--- config.mk ---
export PLATFORM = sky130hd
export DESIGN_NAME = sdio_cmd_top
export DESIGN_NICKNAME = d
export VERILOG_FILES = /design/src/logic/sdio_func_pkg.sv /design/src/logic/sdio_proto_pkg.sv /design/src/logic/sdio_cmd_top.sv /design/src/logic/sdio_resp_builder.sv /design/src/logic/sdio_func_regs.sv /design/src/logic/sdio_cmd52_dispatch.sv /design/src/logic/sdio_cmd_phy.sv /design/src/logic/crc7.sv
export SDC_FILE = /design/constraint.sdc
export NUM_CORES = 1
export LEC_CHECK = 0
export BUFFER_PORTS_ARGS = -buffer_cell sky130_fd_sc_hd__buf_2
export CORE_UTILIZATION = 25
export CTS_BUF_LIST = sky130_fd_sc_hd__clkbuf_8
export DETAILED_ROUTE_END_ITERATION = 12
export HOLD_SLACK_MARGIN = 0.12
export PLACE_DENSITY_LB_ADDON = 0.15
export SYNTH_ARGS = -nofsm -noshare
export SYNTH_HDL_FRONTEND = slang
export SYNTH_SLANG_ARGS = --single-unit
--- constraint.sdc ---
create_clock -name sdio_clk -period 2.45 [get_ports sdio_clk]
set_clock_uncertainty 0.05 [all_clocks]
set_input_delay 0.245 -clock sdio_clk [delete_from_list [all_inputs] [get_ports sdio_clk]]
set_output_delay 0.245 -clock sdio_clk [all_outputs]
set_load 0.005 [all_outputs]
--- src/logic/sdio_func_pkg.sv ---
package sdio_func_pkg;

  // Function number as carried in the CMD52 argument
  typedef logic [2:0] func_num_t;

  // Register address within one function
  typedef logic [16:0] reg_addr_t;

  // One register byte, written or read by CMD52
  typedef logic [7:0] reg_byte_t;

endpackage

--- src/logic/sdio_proto_pkg.sv ---
package sdio_proto_pkg;

  typedef logic [5:0]  cmd_index_t;
  typedef logic [31:0] cmd_arg_t;

  // Command and response frames share one length
  localparam int CMD_FRAME_BITS = 48;
  localparam int CRC_BITS       = 7;
  // Start, direction, index and argument are covered by the CRC
  localparam int CRC_DATA_BITS  = CMD_FRAME_BITS - CRC_BITS - 1;

  localparam cmd_index_t CMD52_INDEX = 6'd52;

  // CMD52 argument fields
  localparam int ARG_RW_BIT     = 31;
  localparam int ARG_FUNC_MSB   = 30;
  localparam int ARG_FUNC_LSB   = 28;
  localparam int ARG_RAW_BIT    = 27;
  localparam int ARG_ADDR_MSB   = 25;
  localparam int ARG_ADDR_LSB   = 9;
  localparam int ARG_WDATA_MSB  = 7;
  localparam int ARG_WDATA_LSB  = 0;

  // R5 response flag bits
  localparam int R5_FLAG_OUT_OF_RANGE = 0;
  localparam int R5_FLAG_FUNC_NUM     = 1;

  // Index then R5 argument, as sent after the start and direction bits
  typedef struct packed {
    cmd_index_t  index;
    logic [15:0] stuff;
    logic [7:0]  flags;
    logic [7:0]  data;
  } rsp_payload_t;

endpackage
--- src/logic/sdio_cmd_top.sv ---
module sdio_cmd_top #(
  parameter int NUM_FUNCS = 4,
  parameter int REG_DEPTH = 16
) (
  input  logic sdio_clk,
  input  logic rst,
  input  logic sdio_cmd_in,
  output logic sdio_cmd_out,
  output logic sdio_cmd_dir
);

  import sdio_proto_pkg::*;
  import sdio_func_pkg::*;

  logic                        cmd_stb;
  cmd_index_t                  cmd;
  cmd_arg_t                    cmd_arg;
  logic [NUM_FUNCS-1:0]        req_sel;
  reg_addr_t                   req_addr;
  logic                        req_we;
  logic                        req_raw;
  reg_byte_t                   req_wdata;
  logic                        req_stb;
  logic [7:0]                  req_flags;
  logic [NUM_FUNCS-1:0]        rd_valid;
  reg_byte_t [NUM_FUNCS-1:0]   rd_data;
  logic                        rsp_valid;
  rsp_payload_t                rsp_payload;

  sdio_cmd_phy phy_i (
    .sdio_clk     (sdio_clk),
    .rst          (rst),
    .sdio_cmd_in  (sdio_cmd_in),
    .sdio_cmd_out (sdio_cmd_out),
    .sdio_cmd_dir (sdio_cmd_dir),
    .cmd_stb      (cmd_stb),
    .cmd          (cmd),
    .cmd_arg      (cmd_arg),
    .rsp_valid    (rsp_valid),
    .rsp_payload  (rsp_payload)
  );

  sdio_cmd52_dispatch #(
    .NUM_FUNCS (NUM_FUNCS),
    .REG_DEPTH (REG_DEPTH)
  ) dispatch_i (
    .sdio_clk  (sdio_clk),
    .rst       (rst),
    .cmd_stb   (cmd_stb),
    .cmd       (cmd),
    .cmd_arg   (cmd_arg),
    .req_sel   (req_sel),
    .req_addr  (req_addr),
    .req_we    (req_we),
    .req_raw   (req_raw),
    .req_wdata (req_wdata),
    .req_stb   (req_stb),
    .req_flags (req_flags)
  );

  // One register bank per function
  for (genvar i = 0; i < NUM_FUNCS; i++) begin : g_func
    sdio_func_regs #(
      .REG_DEPTH (REG_DEPTH)
    ) regs_i (
      .sdio_clk (sdio_clk),
      .rst      (rst),
      .sel      (req_sel[i]),
      .we       (req_we),
      .raw      (req_raw),
      .addr     (req_addr),
      .wdata    (req_wdata),
      .rd_valid (rd_valid[i]),
      .rd_data  (rd_data[i])
    );
  end

  sdio_resp_builder #(
    .NUM_FUNCS (NUM_FUNCS)
  ) builder_i (
    .sdio_clk    (sdio_clk),
    .rst         (rst),
    .req_stb     (req_stb),
    .req_flags   (req_flags),
    .rd_valid    (rd_valid),
    .rd_data     (rd_data),
    .rsp_valid   (rsp_valid),
    .rsp_payload (rsp_payload)
  );

endmodule

--- src/logic/sdio_resp_builder.sv ---
module sdio_resp_builder #(
  parameter int NUM_FUNCS = 4
) (
  input  logic                                     sdio_clk,
  input  logic                                     rst,
  input  logic                                     req_stb,
  input  logic [7:0]                               req_flags,
  input  logic [NUM_FUNCS-1:0]                     rd_valid,
  input  sdio_func_pkg::reg_byte_t [NUM_FUNCS-1:0] rd_data,
  output logic                                     rsp_valid,
  output sdio_proto_pkg::rsp_payload_t             rsp_payload
);

  import sdio_proto_pkg::*;
  import sdio_func_pkg::*;

  logic       pending;
  logic [7:0] pend_flags;
  logic       finish;
  reg_byte_t  rd_byte;

  // At most one bank answers
  always_comb begin
    rd_byte = '0;
    for (int i = 0; i < NUM_FUNCS; i++) begin
      if (rd_valid[i]) begin
        rd_byte = rd_data[i];
      end
    end
  end

  // Flagged requests close in the slot where bank data would arrive
  assign finish = pending && ((|rd_valid) || (pend_flags != '0));

  always_ff @(posedge sdio_clk) begin
    if (rst) begin
      pending   <= 1'b0;
      rsp_valid <= 1'b0;
    end else begin
      rsp_valid <= finish;
      if (req_stb) begin
        pending <= 1'b1;
      end else if (finish) begin
        pending <= 1'b0;
      end
    end
  end

  always_ff @(posedge sdio_clk) begin
    if (req_stb) begin
      pend_flags <= req_flags;
    end
    if (finish) begin
      rsp_payload.index <= CMD52_INDEX;
      rsp_payload.stuff <= '0;
      rsp_payload.flags <= pend_flags;
      rsp_payload.data  <= (pend_flags != '0) ? '0 : rd_byte;
    end
  end

endmodule

--- src/logic/sdio_func_regs.sv ---
module sdio_func_regs #(
  parameter int REG_DEPTH = 16
) (
  input  logic                     sdio_clk,
  input  logic                     rst,
  input  logic                     sel,
  input  logic                     we,
  input  logic                     raw,
  input  sdio_func_pkg::reg_addr_t addr,
  input  sdio_func_pkg::reg_byte_t wdata,
  output logic                     rd_valid,
  output sdio_func_pkg::reg_byte_t rd_data
);

  import sdio_func_pkg::*;

  localparam int AW = (REG_DEPTH > 1) ? $clog2(REG_DEPTH) : 1;

  reg_byte_t       mem [REG_DEPTH];
  logic [AW-1:0]   idx;

  // Dispatcher has already range-checked the address
  assign idx = addr[AW-1:0];

  always_ff @(posedge sdio_clk) begin
    if (rst) begin
      rd_valid <= 1'b0;
      for (int i = 0; i < REG_DEPTH; i++) begin
        mem[i] <= '0;
      end
    end else begin
      rd_valid <= sel;
      if (sel && we) begin
        mem[idx] <= wdata;
      end
    end
  end

  // Read after write only with RAW set
  always_ff @(posedge sdio_clk) begin
    if (sel) begin
      rd_data <= (we && raw) ? wdata : mem[idx];
    end
  end

endmodule

--- src/logic/sdio_cmd52_dispatch.sv ---
module sdio_cmd52_dispatch #(
  parameter int NUM_FUNCS = 4,
  parameter int REG_DEPTH = 16
) (
  input  logic                       sdio_clk,
  input  logic                       rst,
  input  logic                       cmd_stb,
  input  sdio_proto_pkg::cmd_index_t cmd,
  input  sdio_proto_pkg::cmd_arg_t   cmd_arg,
  output logic [NUM_FUNCS-1:0]       req_sel,
  output sdio_func_pkg::reg_addr_t   req_addr,
  output logic                       req_we,
  output logic                       req_raw,
  output sdio_func_pkg::reg_byte_t   req_wdata,
  output logic                       req_stb,
  output logic [7:0]                 req_flags
);

  import sdio_proto_pkg::*;
  import sdio_func_pkg::*;

  func_num_t  func;
  reg_addr_t  addr;
  logic [7:0] flags;
  logic       is_cmd52;

  assign func     = cmd_arg[ARG_FUNC_MSB:ARG_FUNC_LSB];
  assign addr     = cmd_arg[ARG_ADDR_MSB:ARG_ADDR_LSB];
  assign is_cmd52 = cmd_stb && (cmd == CMD52_INDEX);

  always_comb begin
    flags = '0;
    flags[R5_FLAG_FUNC_NUM]     = (int'(func) >= NUM_FUNCS);
    flags[R5_FLAG_OUT_OF_RANGE] = (int'(addr) >= REG_DEPTH);
  end

  always_ff @(posedge sdio_clk) begin
    if (rst) begin
      req_sel <= '0;
      req_stb <= 1'b0;
    end else begin
      req_stb <= is_cmd52;
      // A flagged request touches no bank
      for (int i = 0; i < NUM_FUNCS; i++) begin
        req_sel[i] <= is_cmd52 && (flags == '0) && (int'(func) == i);
      end
    end
  end

  always_ff @(posedge sdio_clk) begin
    if (cmd_stb) begin
      req_addr  <= addr;
      req_we    <= cmd_arg[ARG_RW_BIT];
      req_raw   <= cmd_arg[ARG_RAW_BIT];
      req_wdata <= cmd_arg[ARG_WDATA_MSB:ARG_WDATA_LSB];
      req_flags <= flags;
    end
  end

endmodule

--- src/logic/sdio_cmd_phy.sv ---
module sdio_cmd_phy (
  input  logic                         sdio_clk,
  input  logic                         rst,
  input  logic                         sdio_cmd_in,
  output logic                         sdio_cmd_out,
  output logic                         sdio_cmd_dir,
  output logic                         cmd_stb,
  output sdio_proto_pkg::cmd_index_t   cmd,
  output sdio_proto_pkg::cmd_arg_t     cmd_arg,
  input  logic                         rsp_valid,
  input  sdio_proto_pkg::rsp_payload_t rsp_payload
);

  import sdio_proto_pkg::*;

  typedef enum logic [1:0] {ST_IDLE, ST_RX, ST_TX} state_t;

  // Index, argument and received CRC behind the direction bit
  localparam int RX_BITS = CMD_FRAME_BITS - 3;
  // Transmitted bits after the start bit that still feed the CRC
  localparam int TX_BITS = CRC_DATA_BITS - 1;
  localparam int ARG_BITS = $bits(cmd_arg_t);

  localparam logic [5:0] CNT_CRC_START = 6'(CRC_DATA_BITS);
  localparam logic [5:0] CNT_END       = 6'(CMD_FRAME_BITS - 1);
  localparam logic [5:0] CNT_DONE      = 6'(CMD_FRAME_BITS);

  state_t              state;
  logic [5:0]          bit_cnt;
  logic [RX_BITS-1:0]  rx_sh;
  logic [TX_BITS-1:0]  tx_sh;
  logic                crc_clear;
  logic                crc_en;
  logic                crc_shift;
  logic                crc_bit;
  logic [CRC_BITS-1:0] crc;

  crc7 crc_i (
    .sdio_clk  (sdio_clk),
    .rst       (rst),
    .clear     (crc_clear),
    .en        (crc_en),
    .shift_out (crc_shift),
    .data_bit  (crc_bit),
    .crc       (crc)
  );

  // CRC source follows the bit that goes on or comes off the line
  always_comb begin
    crc_clear = 1'b0;
    crc_en    = 1'b0;
    crc_shift = 1'b0;
    crc_bit   = 1'b0;
    case (state)
      ST_IDLE: begin
        // Start bit is 0 either way
        if (rsp_valid || !sdio_cmd_in) begin
          crc_en = 1'b1;
        end else begin
          crc_clear = 1'b1;
        end
      end
      ST_RX: begin
        crc_en    = (bit_cnt < CNT_CRC_START);
        crc_clear = (bit_cnt == CNT_END);
        crc_bit   = sdio_cmd_in;
      end
      ST_TX: begin
        crc_en    = (bit_cnt < CNT_CRC_START);
        crc_shift = (bit_cnt >= CNT_CRC_START) && (bit_cnt < CNT_END);
        crc_bit   = tx_sh[TX_BITS-1];
      end
      default: crc_clear = 1'b1;
    endcase
  end

  always_ff @(posedge sdio_clk) begin
    if (rst) begin
      state        <= ST_IDLE;
      bit_cnt      <= '0;
      sdio_cmd_out <= 1'b1;
      sdio_cmd_dir <= 1'b0;
      cmd_stb      <= 1'b0;
    end else begin
      cmd_stb <= 1'b0;
      case (state)
        ST_IDLE: begin
          bit_cnt <= 6'd1;
          if (rsp_valid) begin
            // Drive the start bit right away
            state        <= ST_TX;
            sdio_cmd_dir <= 1'b1;
            sdio_cmd_out <= 1'b0;
          end else if (!sdio_cmd_in) begin
            state <= ST_RX;
          end
        end
        ST_RX: begin
          bit_cnt <= bit_cnt + 6'd1;
          if (bit_cnt == CNT_END) begin
            // Bad CRC drops the command without a trace
            state   <= ST_IDLE;
            cmd_stb <= (rx_sh[CRC_BITS-1:0] == crc);
          end
        end
        ST_TX: begin
          bit_cnt <= bit_cnt + 6'd1;
          if (bit_cnt < CNT_CRC_START) begin
            sdio_cmd_out <= tx_sh[TX_BITS-1];
          end else if (bit_cnt < CNT_END) begin
            sdio_cmd_out <= crc[CRC_BITS-1];
          end else begin
            sdio_cmd_out <= 1'b1;
            if (bit_cnt == CNT_DONE) begin
              sdio_cmd_dir <= 1'b0;
              state        <= ST_IDLE;
            end
          end
        end
        default: state <= ST_IDLE;
      endcase
    end
  end

  // Shift registers and command fields
  always_ff @(posedge sdio_clk) begin
    if (state == ST_RX && bit_cnt < CNT_END) begin
      rx_sh <= {rx_sh[RX_BITS-2:0], sdio_cmd_in};
    end
    if (state == ST_RX && bit_cnt == CNT_END) begin
      cmd     <= rx_sh[CRC_BITS+ARG_BITS +: $bits(cmd_index_t)];
      cmd_arg <= rx_sh[CRC_BITS +: ARG_BITS];
    end
    if (state == ST_IDLE && rsp_valid) begin
      // Direction bit 0 leads the payload
      tx_sh <= {1'b0, rsp_payload};
    end else if (state == ST_TX) begin
      tx_sh <= {tx_sh[TX_BITS-2:0], 1'b0};
    end
  end

endmodule

--- src/logic/crc7.sv ---
module crc7 (
  input  logic       sdio_clk,
  input  logic       rst,
  input  logic       clear,
  input  logic       en,
  input  logic       shift_out,
  input  logic       data_bit,
  output logic [6:0] crc
);

  logic fb;

  // x^7 + x^3 + 1
  assign fb = data_bit ^ crc[6];

  always_ff @(posedge sdio_clk) begin
    if (rst || clear) begin
      crc <= '0;
    end else if (shift_out) begin
      // MSB goes out on the line, zeros fill behind
      crc <= {crc[5:0], 1'b0};
    end else if (en) begin
      crc <= {crc[5:3], crc[2] ^ fb, crc[1:0], fb};
    end
  end

endmodule

; ---- After elaboration in Yosys (flattened, before gate mapping)
; Memories as Yosys holds them, arrays and structs flattened. A register that Yosys moved wholly into a read port is not among the register bits.
; Cells that the tools add are included.
[word_totals]
regBits = 211
mem_bits_rw = 512
input_bits = 3
n_memories = 4
out_inout_bits = 2
elab_cells = 170
[memory_table]
columns = memory, depth, width, read_ports, rd_clocked_by_memory_dff, wr, line
row1 = g_func[0].regs_i.mem, 16, 8, 1, 1, 16, sdio_func_regs.sv:19  ; reg_byte_t mem [REG_DEPTH];
row2 = g_func[1].regs_i.mem, 16, 8, 1, 1, 16, sdio_func_regs.sv:19
row3 = g_func[2].regs_i.mem, 16, 8, 1, 1, 16, sdio_func_regs.sv:19
row4 = g_func[3].regs_i.mem, 16, 8, 1, 1, 16, sdio_func_regs.sv:19
[classes]
eq_ne = 15
reduce_logical = 40
magnitude_cmp = 5
mux = 67
bitwise = 4
addsub = 1
[ops]
columns = operator, count
row1 = 2-to-1 mux 8 bit, 12
row2 = 2-to-1 mux 38 bit, 1
row3 = 2-to-1 mux 4 bit, 8
row4 = OR reduction 8 bit, 4
row5 = 2-to-1 mux 1 bit, 30
row6 = "equality test 6 bit, second input constant", 3
row7 = ">= comparator 17 x 5 -> 1 bit, second input constant", 1
row8 = logical AND 1 bit, 16
row9 = 2-to-1 mux 7 bit, 2
row10 = "less-than comparator 6 bit, second input constant", 2
row11 = 2-to-1 mux 2 bit, 6
row12 = one-hot mux 6 bit (2 select lines), 1
row13 = 2-to-1 mux 10 bit, 1
row14 = AND reduction 5 bit, 2
row15 = nonzero test 2 bit, 5
row16 = logical NOT 8 bit, 1
row17 = one-hot mux 1 bit (2 select lines), 4
row18 = nonzero test 8 bit, 1
row19 = equality test 7 bit, 1
row20 = "adder 6 x 1 -> 6 bit, second input constant", 1
row21 = "equality test 3 bit, second input constant", 2
row22 = ">= comparator 6 bit, second input constant", 1
row23 = "!= test 2 x 1 -> 1 bit, second input constant", 3
row24 = one-hot mux 2 bit (3 select lines), 1
row25 = other kinds (17), 23

; ---- Logic depth before layout (Yosys ltp)
[logic_depth]
word_depth = 6
depth_mapped = 6
ltp_nobuf = 6

; ---- Hierarchy
; Synthesis repeated with hierarchy kept, for this count alone.
[unflattened]
hier_cells = 2153
area_unflattened_um2 = 33114.3
[modules_own_cells]
columns = mod, cells_per_inst, n_inst, area_per_inst_um2, seq_area_each_um2
row1 = sdio_func_regs, 427, 4, 6391.1, 4103.9
row2 = sdio_cmd_phy, 258, 1, 4868.4, 3873.7
row3 = sdio_resp_builder, 93, 1, 1233.7, 760.7
row4 = sdio_cmd52_dispatch, 59, 1, 1144.8, 970.9
row5 = crc7, 35, 1, 302.8, 140.1

; ---- Worst setup path after synthesis
; No wires, ideal clock.
[synth_timing]
path_type = register -> register
startpoint = register phy_i.bit_cnt[0]
endpoint = register phy_i.rx_sh[0], enable pin
setup_slack_ns = 0.036
synth_period_minus_slack_ns = 2.414
t_required_ns = 1.995
path_stages_with_launch = 5
setup_ns = 0.405
arrival_time_ns = 1.959
path_cell_list = dfxtp_1 > ha_1 > and2_0 > a21oi_1 > o21a_1
[synth_between]
elab_chain_cells = 2
[synth_rtl]
columns = item, line
row1 = "start, declared", sdio_cmd_phy.sv:29  ; logic [5:0] bit_cnt;
row2 = "start signal, assigned", sdio_cmd_phy.sv:99  ; bit_cnt <= bit_cnt + 6'd1;
row3 = "start signal, assigned", sdio_cmd_phy.sv:107  ; bit_cnt <= bit_cnt + 6'd1;
row4 = less-than comparator 6 bit, sdio_cmd_phy.sv:127  ; if (state == ST_RX && bit_cnt < CNT_END) begin
row5 = logical AND 1 bit, sdio_cmd_phy.sv:127
row6 = "end signal, assigned", sdio_cmd_phy.sv:128  ; rx_sh <= {rx_sh[RX_BITS-2:0], sdio_cmd_in};
row7 = "end, declared", sdio_cmd_phy.sv:30  ; logic [RX_BITS-1:0] rx_sh;
; No other way between the ends.
; A chain may end at the register's enable or synchronous reset.

==> reports/results.tsv <==
metric	value	unit
die_height	357	um
timing.final.hold_violations	0	
port-buffer-count	4	
groute.layer.met1.usage	0.180	
maxClockFrequency	433	MHz
grt_first_pass_wirelength	128000	um
period_minus_slack	2.31	ns
core_area	0.124	mm^2
worst_ep_arrival_time	2.73	ns
timing_worst_setup_path_type	reg2reg	
htreeDepth	4	
worstHoldEndpoint	phy_i.rx_sh[0]	
layout_commonest_cell	edfxtp_1	
status	completed	
worstSetupStartpointType	register	
layout-drive-gt1-share	0.258	
regToRegSetupSlack	0.14	ns
crit_fanout	16	
grt_start_max_net_pins	65	
layout.cells.most_common_list	edfxtp_1 (691), and2_1 (540), clkbuf_8 (141), buf_4 (140), mux4_2 (128)	
clock_latency_late_sink	0.81	ns
design.final.nets	2193	
reg2reg_from	dispatch_i.req_we	
cts.reportedPaths.clkPinSlew	0.06	ns
drc_errors_left	0	
post-synth-top-area-cell	edfxtp_1	
start_util	0.253	
yosys.area_share.adder	0.00239	
worst_slack	0.142	ns
worst_setup_path_end_kind	register	
max-vdd-ir-drop	458	uV
synth_edf_count	691	
initialDrtViolationCount	1168	
synth_fp_nets	2015	
fillerInstances	12300	
power	26.2	mW
via_count_of_the_first_global_routing_pass	18300	
timing.max_slew.rel_slack	0.318	
multiplexer_area_fraction_after_synthesis	0.119	
critPathRequiredTime	2.87	ns
synthXorXnorAreaFrac	0.00306	
ant_nets	0	
post_synth_instance_area	0.0314	mm^2
yosysTopAreaCellShare	0.660	
avg_wl_per_cell	22.2	um
die_w	357	um
synthArstFlopShare	0	
r2r_end	g_func[0].regs_i.mem[13][7]	
clk_root_buffer_cell	clkbuf_8	
clock_tree_buffer_depth	3	
globalRouteMet3Util	0.0308	
synth_top_family_by_area	simple AND/OR/NAND/NOR gates	
synth.yosys.seq_area_share	0.682	
post_synth_main_area_contributors	edfxtp_1 (66%), and2_1 (11%), mux4_2 (9.2%)	
timing.final.setup_violations	0	
dr_total_vias	17100	
rr_worst_depth	5	
cts_tree	yes	
vias_per_cell	4.34	
timing.final.crit_share	0.942	
hold_path.startpoint	sdio_cmd_in	
timing.hold.worst_path_depth	2	
ys.flop_type	edfxtp_1	
global_route.overflow_total	0	
syn_area_per_cell	15.7	um^2
power_leakage	12.8	nW
groute.layer.met2.usage	0.227	
tritoncts_num_sinks	725	
total_length_of_routed_wires	87300	um
die_outline_area	0.127	mm^2
synth-warning-count	0	
numCtsBuffers	137	
maxCapViolCount	0	
syn_to_final_growth	17.8	%
synth_simple_gate_area_share	0.151	
placement_rows	129	
worst_hold_path_type	in2reg	
rsz0062_at_grt	false	
dp_worst_setup_slack	-0.348	ns
synthesized_netlist_cell_count	2006	
firstDrtPassIters	5	
gpl_wtd_cong	0.778	
tightest_slew	1.02	ns
placedCellCount	3677	
fin_cells	3935	
postSynthRegisterBits	725	
synth_cell_type_count	54	
final_layout_setup_total_negative_slack	0	ns
grt.total_usage	0.139	
share_of_the_synthesized_area_in_compound_gates_ao_oa_aoi_oai	0.0234	
sum_of_net_half_perimeters_after_detailed_placement	56400	um
p_per_area	708	mW/mm^2
global_route.peak_usage_layer	met2	
finalMaxSlewViolations	0	
antenna_found_initial	2	
io_pins	5	
-- repair_timing --
item                       in CTS  in global routing
hold endpoints to repair       21                  0
buffers inserted                0                  3
hold buffers                    2                  0
gates resized for setup         2                  0
gates cloned                    0                  0
setup endpoints to repair     256                  1
-- routing by layer --
metal	part of all wire	up-vias
met1	0.45	8808
met4	0.028	0
li1	-	7805
met3	0.042	146
met2	0.48	330
met5	0	-
-- layout make-up --
class | instances | area, um^2 | share of cell area
multi-input combinational | 1135 | 9390 | 0.254
sequential | 725 | 21400 | 0.579
tap | 1637 | 2050 | 0.0553
antenna | 5 | 12.5 | 0.000338
clock buffer | 141 | 1940 | 0.0524
timing repair buffer | 167 | 1530 | 0.0412
inverter | 18 | 67.6 | 0.00182
clock inverter | 107 | 603 | 0.0163
-- cell usage after synthesis, drive strengths merged, types with 4 or more instances --
cell type / number
edfxtp: 691
and2: 541
nor4: 7
ha: 6
inv: 18
nand2b: 8
o31ai: 5
a221oi: 7
nand2: 66
o311ai: 32
xor2: 9
mux2: 45
dfxtp: 34
nor2b: 16
mux2i: 34
buf: 36
nand3: 12
and3: 4
a211o: 8
mux4: 128
clkbuf: 92
or2: 65
a21boi: 5
o21ai: 6
nor2: 79
a21oi: 19
-- power by group --
group | internal, mW | switching, mW | total [mW]
logic | 0.304 | 0.455 | 0.760
registers | 14.1 | 0.202 | 14.3
clock network | 5.81 | 5.32 | 11.1
total | 20.2 | 5.98 | 26.2
-- cells by family (layout without fill, tap and decap cells) --
family,count (synthesis),after routing
AOI/OAI and AO/OA,97,97
xor gates and xnor gates,11,11
adders and majority gates,6,6
buffers and inverters,146,433
DFF,725,725
muxes,207,207
other,0,5
and+or+nand+nor,814,814
-- how the worst max path moves through the flow --
stage,startpoint,endpoint,slack [ns]
2_1_floorplan,phy_i.bit_cnt[0],phy_i.rx_sh[0],0.04
3_3_place_gp,rst,g_func[2].regs_i.mem[3][1],-0.27
3_5_place_dp,rst,g_func[2].regs_i.mem[3][2],-0.35
4_1_cts,register,g_func[1].regs_i.rd_data[2],0.04
5_1_grt,dispatch_i.req_we,g_func[0].regs_i.mem[14][7],0.007
6_report,dispatch_i.req_we,g_func[0].regs_i.mem[13][7],0.14
-- flip-flops by register name (all words and copies together), names as in the netlist, 4 cells and up, named ones only --
name / cells
g_func.regs_i.mem: 512
phy_i.bit_cnt: 6
dispatch_i.req_wdata: 8
dispatch_i.req_sel: 4
phy_i.cmd_arg: 30
dispatch_i.req_addr: 4
builder_i.rsp_payload: 10
phy_i.rx_sh: 45
phy_i.tx_sh: 39
phy_i.crc_i.crc: 7
g_func.regs_i.rd_valid: 4
phy_i.cmd: 6
g_func.regs_i.rd_data: 32
-- worst max-delay path, stage by stage, from the launching register on --
cell,delay (ns)
edfxtp_1,0.33
nor2b_1,0.59
nand2_1,0.22
buf_4,0.25
nor2_1,0.19
or2_2,0.31
-- per-stage QoR --
step	util	area [um^2]	hold WS, ns
2_1_floorplan	-	31400	0.294
3_3_place_gp	0.277	34400	0.353
3_5_place_dp	0.277	34400	0.355
4_1_cts	0.298	37000	0.156
5_1_grt	0.298	37000	0.224
6_report	0.298	37000	0.259
Power figures use the tool's default switching activity.
